File: src/include/vid_cfg.svh
`ifndef VID_CFG_SVH
`define VID_CFG_SVH

// bus and field widths
`define VID_COORD_W 12     // pixel coordinate / timing length
`define VID_CHAN_W  8      // one colour channel
`define VID_REG_W   24     // config write data
`define VID_ADDR_W  4      // config address
`define VID_PAT_W   2      // pattern select
`define VID_SHIFT_W 4      // log2 of bar/square size

// config register map
`define VID_A_H_ACT   4'd0
`define VID_A_H_FP    4'd1
`define VID_A_H_SYNC  4'd2
`define VID_A_H_BP    4'd3
`define VID_A_V_ACT   4'd4
`define VID_A_V_FP    4'd5
`define VID_A_V_SYNC  4'd6
`define VID_A_V_BP    4'd7
`define VID_A_PATTERN 4'd8
`define VID_A_COLOR   4'd9
`define VID_A_SHIFT   4'd10
`define VID_A_ENABLE  4'd11

// 1080p timing, loaded on reset
`define VID_H_ACT_DEF  12'd1920
`define VID_H_FP_DEF   12'd88
`define VID_H_SYNC_DEF 12'd44
`define VID_H_BP_DEF   12'd148
`define VID_V_ACT_DEF  12'd1080
`define VID_V_FP_DEF   12'd4
`define VID_V_SYNC_DEF 12'd5
`define VID_V_BP_DEF   12'd36

`endif

File: src/design/vid_pkg.sv
`include "vid_cfg.svh"

package vid_pkg;

  // pixel coordinate, also used for every timing length
  typedef logic [`VID_COORD_W-1:0] coord_t;

  typedef logic [`VID_CHAN_W-1:0] chan_t;  // one colour channel

  // red in [23:16], green in [15:8], blue in [7:0]
  typedef logic [3*`VID_CHAN_W-1:0] rgb_t;

  // 0 solid, 1 ramp, 2 bars, 3 checker
  typedef logic [`VID_PAT_W-1:0] pat_sel_t;

  typedef logic [`VID_SHIFT_W-1:0] shift_t;  // log2 of bar / square size

  typedef logic [`VID_ADDR_W-1:0] cfg_addr_t;  // config register address
  typedef logic [`VID_REG_W-1:0]  cfg_data_t;  // config write data

  // horizontal phases, in line order
  typedef enum logic [1:0] {
    H_ACTIVE,
    H_FRONT,
    H_SYNC,
    H_BACK
  } h_phase_e;

endpackage

File: src/design/vid_if.sv
`timescale 1ns/1ps

// video mode, config regs -> sync generator
interface vid_mode_if;
  vid_pkg::coord_t h_act;   // active pixels per line
  vid_pkg::coord_t h_fp;
  vid_pkg::coord_t h_sync;
  vid_pkg::coord_t h_bp;
  vid_pkg::coord_t v_act;   // active lines per frame
  vid_pkg::coord_t v_fp;
  vid_pkg::coord_t v_sync;
  vid_pkg::coord_t v_bp;
  logic            enable;  // run the timing, else hold at (0,0)

  modport regs (
    output h_act, h_fp, h_sync, h_bp,
    output v_act, v_fp, v_sync, v_bp,
    output enable
  );

  modport timing (
    input h_act, h_fp, h_sync, h_bp,
    input v_act, v_fp, v_sync, v_bp,
    input enable
  );
endinterface

// raw timing, sync generator -> pattern generator
interface vid_timing_if;
  logic            hs;  // active high
  logic            vs;  // active high
  logic            de;
  vid_pkg::coord_t x;   // 0 outside active
  vid_pkg::coord_t y;

  modport src (output hs, vs, de, x, y);
  modport dst (input hs, vs, de, x, y);
endinterface

File: src/design/vid_cfg_regs.sv
`timescale 1ns/1ps
`include "vid_cfg.svh"

module vid_cfg_regs (
  input  logic                cfg_clk,
  input  logic                reset,
  input  logic                cfg_wr,     // single-cycle write strobe
  input  vid_pkg::cfg_addr_t  cfg_addr,
  input  vid_pkg::cfg_data_t  cfg_wdata,
  vid_mode_if.regs            mode,
  output vid_pkg::pat_sel_t   pattern,
  output vid_pkg::rgb_t       color,
  output vid_pkg::shift_t     shift
);

  vid_pkg::coord_t wr_len;  // timing field, low bits of write data

  assign wr_len = cfg_wdata[`VID_COORD_W-1:0];

  // mode registers, 1080p after reset
  always_ff @(posedge cfg_clk) begin
    if (reset) begin
      mode.h_act  <= `VID_H_ACT_DEF;
      mode.h_fp   <= `VID_H_FP_DEF;
      mode.h_sync <= `VID_H_SYNC_DEF;
      mode.h_bp   <= `VID_H_BP_DEF;
      mode.v_act  <= `VID_V_ACT_DEF;
      mode.v_fp   <= `VID_V_FP_DEF;
      mode.v_sync <= `VID_V_SYNC_DEF;
      mode.v_bp   <= `VID_V_BP_DEF;
      mode.enable <= 1'b0;                   // stream stays off until written
    end else if (cfg_wr) begin
      case (cfg_addr)
        `VID_A_H_ACT:  mode.h_act  <= wr_len;
        `VID_A_H_FP:   mode.h_fp   <= wr_len;
        `VID_A_H_SYNC: mode.h_sync <= wr_len;
        `VID_A_H_BP:   mode.h_bp   <= wr_len;
        `VID_A_V_ACT:  mode.v_act  <= wr_len;
        `VID_A_V_FP:   mode.v_fp   <= wr_len;
        `VID_A_V_SYNC: mode.v_sync <= wr_len;
        `VID_A_V_BP:   mode.v_bp   <= wr_len;
        `VID_A_ENABLE: mode.enable <= cfg_wdata[0];  // bit 0 only
        default: ;                                   // pattern regs below
      endcase
    end
  end

  // pattern settings, safe to change while running
  always_ff @(posedge cfg_clk) begin
    if (reset) begin
      pattern <= '0;  // solid
      color   <= '0;  // black
      shift   <= '0;
    end else if (cfg_wr) begin
      case (cfg_addr)
        `VID_A_PATTERN: pattern <= cfg_wdata[`VID_PAT_W-1:0];
        `VID_A_COLOR:   color   <= cfg_wdata;               // full 24 bits, rgb order
        `VID_A_SHIFT:   shift   <= cfg_wdata[`VID_SHIFT_W-1:0];
        default: ;      // unmapped addresses dropped
      endcase
    end
  end

endmodule

File: src/design/sync_vg.sv
`timescale 1ns/1ps

module sync_vg (
  input  logic         cfg_clk,
  input  logic         reset,
  vid_mode_if.timing   mode,
  vid_timing_if.src    tim
);

  vid_pkg::h_phase_e phase;       // current part of the line
  vid_pkg::h_phase_e phase_nxt;
  vid_pkg::coord_t   ph_cnt;      // position inside current phase
  vid_pkg::coord_t   ph_len;      // length of current phase
  vid_pkg::coord_t   x_cnt;       // pixel x, 0 outside active
  vid_pkg::coord_t   v_cnt;       // line number in frame
  vid_pkg::coord_t   v_fp_end;    // first sync line
  vid_pkg::coord_t   v_sync_end;  // first back porch line
  vid_pkg::coord_t   v_total;
  logic              ph_last;
  logic              line_end;
  logic              frame_end;
  logic              v_active;
  logic              v_in_sync;

  // every length must be nonzero, else the phase never ends
  always_comb begin
    case (phase)
      vid_pkg::H_ACTIVE: ph_len = mode.h_act;
      vid_pkg::H_FRONT:  ph_len = mode.h_fp;
      vid_pkg::H_SYNC:   ph_len = mode.h_sync;
      default:           ph_len = mode.h_bp;
    endcase
  end

  always_comb begin
    case (phase)
      vid_pkg::H_ACTIVE: phase_nxt = vid_pkg::H_FRONT;
      vid_pkg::H_FRONT:  phase_nxt = vid_pkg::H_SYNC;
      vid_pkg::H_SYNC:   phase_nxt = vid_pkg::H_BACK;
      default:           phase_nxt = vid_pkg::H_ACTIVE;  // next line
    endcase
  end

  assign ph_last  = (ph_cnt == ph_len - 1'b1);
  assign line_end = (phase == vid_pkg::H_BACK) && ph_last;

  // vertical region edges, in lines from frame start
  assign v_fp_end   = mode.v_act + mode.v_fp;
  assign v_sync_end = v_fp_end + mode.v_sync;
  assign v_total    = v_sync_end + mode.v_bp;

  assign frame_end = line_end && (v_cnt == v_total - 1'b1);
  assign v_active  = (v_cnt < mode.v_act);
  assign v_in_sync = (v_cnt >= v_fp_end) && (v_cnt < v_sync_end);

  // counters, parked at (0,0) while disabled
  always_ff @(posedge cfg_clk) begin
    if (reset || !mode.enable) begin
      phase  <= vid_pkg::H_ACTIVE;
      ph_cnt <= '0;
      x_cnt  <= '0;
      v_cnt  <= '0;
    end else begin
      if (ph_last) begin
        phase  <= phase_nxt;
        ph_cnt <= '0;
      end else begin
        ph_cnt <= ph_cnt + 1'b1;
      end
      // x runs only inside the active phase
      x_cnt <= (phase == vid_pkg::H_ACTIVE && !ph_last) ? x_cnt + 1'b1 : '0;
      if (line_end) begin
        v_cnt <= frame_end ? '0 : v_cnt + 1'b1;  // wrap after back porch
      end
    end
  end

  // outputs one cycle behind the counters
  always_ff @(posedge cfg_clk) begin
    if (reset || !mode.enable) begin
      tim.hs <= 1'b0;
      tim.vs <= 1'b0;
      tim.de <= 1'b0;
      tim.x  <= '0;
      tim.y  <= '0;
    end else begin
      tim.hs <= (phase == vid_pkg::H_SYNC);
      tim.vs <= v_in_sync;                            // whole lines
      tim.de <= (phase == vid_pkg::H_ACTIVE) && v_active;
      tim.x  <= (phase == vid_pkg::H_ACTIVE) ? x_cnt : '0;
      tim.y  <= v_active ? v_cnt : '0;
    end
  end

endmodule

File: src/design/pattern_vg.sv
`timescale 1ns/1ps

module pattern_vg (
  input  logic               cfg_clk,
  input  logic               reset,
  vid_timing_if.dst          tim,
  input  vid_pkg::pat_sel_t  pattern,
  input  vid_pkg::rgb_t      color,
  input  vid_pkg::shift_t    shift,
  output logic               hs_out,
  output logic               vs_out,
  output logic               de_out,
  output vid_pkg::rgb_t      rgb_out
);

  localparam int CW = $bits(vid_pkg::chan_t);  // bits per channel

  vid_pkg::coord_t x_sh;     // x in units of bar / square size
  vid_pkg::coord_t y_sh;
  vid_pkg::chan_t  ramp;
  logic [2:0]      bar_idx;  // 8 bars, rgb bit per colour
  logic            chk;      // checker square is white
  vid_pkg::rgb_t   pix;

  assign x_sh    = tim.x >> shift;
  assign y_sh    = tim.y >> shift;
  assign ramp    = vid_pkg::chan_t'(tim.x);  // low bits of x
  assign bar_idx = x_sh[2:0];
  assign chk     = x_sh[0] ^ y_sh[0];         // 0 for shift past coord width

  // pixel colour, black outside active video
  always_comb begin
    pix = '0;
    if (tim.de) begin
      case (pattern)
        2'd0: pix = color;
        2'd1: pix = {ramp, ramp, ramp};     // gray ramp
        2'd2: begin
          pix = {{CW{bar_idx[2]}},          // red
                 {CW{bar_idx[1]}},          // green
                 {CW{bar_idx[0]}}};         // blue
        end
        default: pix = chk ? '1 : '0;       // white / black
      endcase
    end
  end

  // syncs delayed one cycle to line up with the pixel
  always_ff @(posedge cfg_clk) begin
    if (reset) begin
      hs_out <= 1'b0;
      vs_out <= 1'b0;
      de_out <= 1'b0;
    end else begin
      hs_out <= tim.hs;
      vs_out <= tim.vs;
      de_out <= tim.de;
    end
  end

  always_ff @(posedge cfg_clk) begin
    rgb_out <= pix;  // already zero when de low
  end

endmodule

File: src/design/hdmi_top.sv
`timescale 1ns/1ps

module hdmi_top (
  input  logic                cfg_clk,
  input  logic                reset,
  // config write port
  input  logic                cfg_wr,
  input  vid_pkg::cfg_addr_t  cfg_addr,
  input  vid_pkg::cfg_data_t  cfg_wdata,
  // video out, to hdmi transmitter
  output logic                hs_out,
  output logic                vs_out,
  output logic                de_out,
  output vid_pkg::chan_t      r_out,
  output vid_pkg::chan_t      g_out,
  output vid_pkg::chan_t      b_out
);

  vid_pkg::pat_sel_t pattern;
  vid_pkg::rgb_t     color;
  vid_pkg::shift_t   shift;
  vid_pkg::rgb_t     rgb;     // packed pixel from pattern_vg

  vid_mode_if   mode ();      // regs -> sync
  vid_timing_if tim ();       // sync -> pattern

  vid_cfg_regs u_regs (
    .cfg_clk   (cfg_clk),
    .reset     (reset),
    .cfg_wr    (cfg_wr),
    .cfg_addr  (cfg_addr),
    .cfg_wdata (cfg_wdata),
    .mode      (mode.regs),
    .pattern   (pattern),
    .color     (color),
    .shift     (shift)
  );

  sync_vg u_sync (
    .cfg_clk (cfg_clk),
    .reset   (reset),
    .mode    (mode.timing),
    .tim     (tim.src)
  );

  pattern_vg u_pattern (
    .cfg_clk (cfg_clk),
    .reset   (reset),
    .tim     (tim.dst),
    .pattern (pattern),
    .color   (color),
    .shift   (shift),
    .hs_out  (hs_out),
    .vs_out  (vs_out),
    .de_out  (de_out),
    .rgb_out (rgb)
  );

  assign {r_out, g_out, b_out} = rgb;  // red in top byte

endmodule

File: config.mk
export PLATFORM = sky130hd
export DESIGN_NAME = hdmi_top
export DESIGN_NICKNAME = d
export VERILOG_FILES = /design/src/design/vid_pkg.sv /design/src/design/vid_if.sv /design/src/design/vid_cfg_regs.sv /design/src/design/sync_vg.sv /design/src/design/pattern_vg.sv /design/src/design/hdmi_top.sv
export VERILOG_INCLUDE_DIRS = /design/src /design/src/include
export SDC_FILE = /design/constraint.sdc
export NUM_CORES = 1
export LEC_CHECK = 0
export ABC_AREA = 0
export BUFFER_PORTS_ARGS = -buffer_cell sky130_fd_sc_hd__buf_2
export CELL_PAD_IN_SITES_DETAIL_PLACEMENT = 0
export CELL_PAD_IN_SITES_GLOBAL_PLACEMENT = 2
export CORE_ASPECT_RATIO = 0.5
export CORE_MARGIN = 5
export CORE_UTILIZATION = 30
export DETAILED_ROUTE_END_ITERATION = 6
export PLACE_DENSITY_LB_ADDON = 0.05
export SLEW_MARGIN = 20
export SYNTH_ARGS = -nofsm -noshare
export SYNTH_HDL_FRONTEND = slang
export SYNTH_SLANG_ARGS = --single-unit
File: constraint.sdc
create_clock -name cfg_clk -period 8.07 [get_ports cfg_clk]
set_input_delay 0.4035 -clock cfg_clk [delete_from_list [all_inputs] [get_ports cfg_clk]]
set_output_delay 0.4035 -clock cfg_clk [all_outputs]
set_load 0.1 [all_outputs]
==> run_summary.xml <==
<?xml version="1.0" encoding="UTF-8"?>
<metrics>
  <group name="hold_path">
    <metric name="hold_path_class" unit="">primary input to flop</metric>
  </group>
  <group name="die">
    <metric name="die_height" unit="um">149</metric>
    <metric name="initial_utilization" unit="%">30.7</metric>
    <metric name="rows" unit="">50</metric>
    <metric name="design.portCount" unit="">58</metric>
    <metric name="die_area" unit="um^2">42900</metric>
    <metric name="floorplan.core_area" unit="um^2">37800</metric>
    <metric name="die_width" unit="um">288</metric>
  </group>
  <group name="critical_path">
    <metric name="cpMaxStageDelayCell" unit="">sky130_fd_sc_hd__nor4b_1</metric>
    <metric name="worst_setup_path_end_kind" unit="">flop</metric>
    <metric name="critical_path.max_stage_delay" unit="ns">0.64</metric>
    <metric name="critPathRequiredTime" unit="ns">8.49</metric>
    <metric name="critPathKind" unit="">flop to flop</metric>
    <metric name="cp_data_arrival_time" unit="ns">6.08</metric>
    <metric name="timing.critical_path.fanout_max" unit="">9</metric>
    <metric name="crit_path_start_kind" unit="">flop</metric>
  </group>
  <group name="sta">
    <metric name="final.setup.tns" unit="ns">0</metric>
    <metric name="finalHoldViolCount" unit="">0</metric>
    <metric name="period_minus_slack" unit="ns">5.66</metric>
    <metric name="final.hold.worst_slack" unit="ns">0.0992</metric>
    <metric name="finalMaxSlewViolations" unit="">0</metric>
    <metric name="layout_worst_path_cycle_share" unit="%">70.1</metric>
    <metric name="timing.final.setup_violations" unit="">0</metric>
    <metric name="rsz0062_at_grt" unit="">no</metric>
    <metric name="worst-slew-pin-transition" unit="ns">1.14</metric>
    <metric name="fin_ws" unit="ns">2.41</metric>
    <metric name="slew_headroom" unit="%">23.8</metric>
    <metric name="timing.clock.skew" unit="ns">0.0157</metric>
    <metric name="fmaxAchievable" unit="GHz">0.177</metric>
  </group>
  <group name="yosys">
    <metric name="netlist_area" unit="um^2">11600</metric>
    <metric name="asyncSetResetFlopFracSynth" unit="%">0</metric>
    <metric name="synth_register_bits" unit="">219</metric>
    <metric name="top_flip_flop_cell_by_instance_count_after_synthesis" unit="">sky130_fd_sc_hd__dfxtp_1</metric>
    <metric name="synthesis.instances" unit="">1392</metric>
    <metric name="synth_warnings" unit="">0</metric>
    <metric name="post_synth.cell_area_avg" unit="um^2">8.33</metric>
    <metric name="synth_cell_types" unit="">69</metric>
    <metric name="syn_nets" unit="">1510</metric>
    <metric name="synth_enable_flop_cells" unit="">0</metric>
    <metric name="seq_area_frac_synth" unit="%">37.8</metric>
  </group>
  <group name="detailed_routing">
    <metric name="route.detailed.vias_per_inst" unit="">4.83</metric>
    <metric name="ant_nets" unit="">0</metric>
    <metric name="wirelength" unit="mm">35.1</metric>
    <metric name="route.detailed.drc" unit="">0</metric>
    <metric name="detail_route.iter0.violations" unit="">597</metric>
    <metric name="wl_per_cell" unit="um">18.1</metric>
    <metric name="firstDrtPassIters" unit="">5</metric>
    <metric name="via_count" unit="">9381</metric>
  </group>
  <group name="final_layout">
    <metric name="syn2layout_area_growth" unit="%">13.0</metric>
    <metric name="final_nets" unit="">1525</metric>
    <metric name="final_cells" unit="">1942</metric>
    <metric name="final_common_cell" unit="">sky130_fd_sc_hd__nand2_1</metric>
    <metric name="most-common-layout-cells" unit="">sky130_fd_sc_hd__nand2_1 (222), sky130_fd_sc_hd__dfxtp_1 (219), sky130_fd_sc_hd__a21oi_1 (147), sky130_fd_sc_hd__nor2_1 (98), sky130_fd_sc_hd__ha_1 (84)</metric>
    <metric name="num_antenna_cells" unit="">0</metric>
    <metric name="layout-drive-gt1-share" unit="%">9.70</metric>
    <metric name="final_area" unit="um^2">13100</metric>
  </group>
  <group name="clock_network">
    <metric name="cts.sink_count" unit="">219</metric>
    <metric name="clockBufferDepth" unit="">3</metric>
    <metric name="cts.repair.resized" unit="">0</metric>
    <metric name="worstSkewPairLatency" unit="ns">0.54</metric>
    <metric name="cts_inserted_buffers" unit="">23</metric>
    <metric name="cts.repair_timing.setup_buffer_count" unit="">0</metric>
    <metric name="cts_hold_buffers" unit="">0</metric>
    <metric name="clk_pin_slew" unit="ns">0.06</metric>
    <metric name="tritoncts_clock_tree" unit="">done</metric>
    <metric name="root_buffer" unit="">sky130_fd_sc_hd__clkbuf_16</metric>
    <metric name="htree_levels" unit="">1</metric>
  </group>
  <group name="place">
    <metric name="placed_cells_incl_taps" unit="">1902</metric>
    <metric name="dp_slack" unit="ns">2.42</metric>
    <metric name="port-buffer-count" unit="">57</metric>
    <metric name="routabilityCongestion" unit="">0.809</metric>
    <metric name="detailed_place_hpwl" unit="mm">25.1</metric>
    <metric name="placement.cell_area" unit="um^2">12300</metric>
  </group>
  <group name="power">
    <metric name="irDropWorstVdd" unit="V">0.000131</metric>
    <metric name="power_density" unit="nW/um^2">188</metric>
    <metric name="total_leakage_power" unit="nW">5.20</metric>
  </group>
  <group name="grt">
    <metric name="gr_ovfl_total" unit="">0</metric>
    <metric name="grt_start_max_net_pins" unit="">89</metric>
    <metric name="grt_use_total" unit="%">16.2</metric>
    <metric name="grt_antenna_before_repair" unit="">0</metric>
    <metric name="grt_first_pass_wirelength" unit="mm">54.4</metric>
    <metric name="grt_pass1_vias" unit="">9200</metric>
  </group>
  <group name="flow_run">
    <metric name="cap_violations" unit="">0</metric>
  </group>
  <group name="outcome">
    <metric name="run_status" unit="">complete, no violations</metric>
  </group>
</metrics>
layer usage:
metal  part of all wire [%]  global-route usage [%]  vias up  wire length [um]
met2                     43                    25.2      132             14900
met1                     52                    24.0     4463             18200
li1                       -                       -     4747                 -
met4                    1.6                    2.96        0               564
met3                    4.0                    2.53       39              1390
met5                      0                       0        -                 0
cells in the mapped netlist, types with 3 or more instances:
library cell	instances	area (um^2)
sky130_fd_sc_hd__a222oi_1	7	70.1
sky130_fd_sc_hd__xor2_1	40	350
sky130_fd_sc_hd__a21boi_0	3	22.5
sky130_fd_sc_hd__nor4_1	5	31.3
sky130_fd_sc_hd__fa_1	3	60.1
sky130_fd_sc_hd__nor2_1	99	372
sky130_fd_sc_hd__a22oi_1	3	22.5
sky130_fd_sc_hd__o21ai_0	40	200
sky130_fd_sc_hd__a2111oi_0	3	26.3
sky130_fd_sc_hd__a211o_1	13	114
sky130_fd_sc_hd__or2_2	6	37.5
sky130_fd_sc_hd__a211oi_1	3	22.5
sky130_fd_sc_hd__xnor2_1	39	342
sky130_fd_sc_hd__buf_2	4	20.0
sky130_fd_sc_hd__o21a_1	29	218
sky130_fd_sc_hd__nor3_1	15	75.1
sky130_fd_sc_hd__dfxtp_1	219	4380
sky130_fd_sc_hd__mux2i_1	37	370
sky130_fd_sc_hd__and3_1	23	144
sky130_fd_sc_hd__a31o_2	3	26.3
sky130_fd_sc_hd__and2_1	16	100
sky130_fd_sc_hd__a21oi_1	147	736
sky130_fd_sc_hd__ha_1	84	1050
sky130_fd_sc_hd__clkbuf_1	70	263
sky130_fd_sc_hd__a21o_1	14	105
sky130_fd_sc_hd__buf_6	3	33.8
sky130_fd_sc_hd__nand2_1	222	833
sky130_fd_sc_hd__or3_1	11	68.8
sky130_fd_sc_hd__nand3_1	26	130
sky130_fd_sc_hd__nor2b_1	18	113
sky130_fd_sc_hd__nand3b_1	17	128
sky130_fd_sc_hd__mux4_2	7	158
sky130_fd_sc_hd__nand2b_1	38	238
sky130_fd_sc_hd__inv_1	76	285
sky130_fd_sc_hd__o21bai_1	3	22.5
sky130_fd_sc_hd__a31oi_1	5	31.3
worst paths after layout:
path | startpoint | end | slack [ns] | depth (start not counted)
setup / recovery | u_regs.mode.v_act[0]$_SDFFE_PP0P_ | u_sync.v_cnt[3]$_SDFFE_PP0P_ | 2.41 | 25
hold / removal | cfg_wdata[12] | u_regs.color[12]$_SDFFE_PP0P_ | 0.1 | 3
setup reg to reg | u_regs.mode.v_act[0]$_SDFFE_PP0P_ | u_sync.v_cnt[3]$_SDFFE_PP0P_ | 2.41 | 25
hold reg to reg | u_sync.tim.vs$_SDFF_PP0_ | u_pattern.vs_out$_SDFF_PP0_ | 0.43 | 1
layout make-up:
class | count | area [um^2]
multi-input cells | 1018 | 6620
flip-flops and latches | 219 | 4380
fillers | 4002 | 24700
inverters | 76 | 285
clock inverters | 10 | 156
well taps | 520 | 651
clock buffers | 30 | 632
repair buffers | 69 | 378
stage by stage:
stage / util [%] / total power, mW
after floorplan: - / 1.29
after global placement: 32.6 / 1.35
after detailed placement: 32.6 / 1.35
after CTS: 34.7 / 2.52
after global routing: 34.7 / 2.58
final: 34.7 / 2.47
state kept, by name (all words and copies together) (netlist names), 4 cells and up:
name,cells
u_sync.tim.x,12
u_pattern.rgb_out,24
u_regs.mode.h_act,12
u_regs.mode.v_fp,12
u_sync.ph_cnt,12
u_regs.mode.h_bp,12
u_regs.mode.h_fp,12
u_regs.mode.v_bp,12
u_regs.mode.h_sync,12
u_regs.mode.v_act,12
u_sync.tim.y,12
u_regs.shift,4
u_sync.v_cnt,12
u_regs.color,24
u_regs.mode.v_sync,12
u_sync.x_cnt,12
power by group:
| part | switching, mW | internal, mW |
|---|---|---|
| combinational | 0.135 | 0.0925 |
| clock | 0.464 | 0.679 |
| sequential | 0.00720 | 1.09 |
| total | 0.605 | 1.86 |
cell families (layout without fill, tap and decap cells):
family	Yosys count	count (layout)	share of synthesized area, %
AND/OR/NAND/NOR	511	511	20.7
AO/OA/AOI/OAI	294	294	15.8
flip-flops	219	219	37.8
buffers and inverters	155	185	5.25
adder cells (fa/ha/maj)	88	88	9.66
XOR/XNOR	79	79	5.96
multiplexers	46	46	4.78
worst max-delay path: cells and delay by family, from the launching register on:
family | cells | cell delay (ns)
and+or+nand+nor | 6 | 1.27
xor gates and xnor gates | 3 | 0.46
adders and majority gates | 5 | 1.50
buffers and inverters | 2 | 0.10
DFF | 1 | 0.35
AOI/OAI and AO/OA | 9 | 1.87
Power figures use the tool's default switching activity.
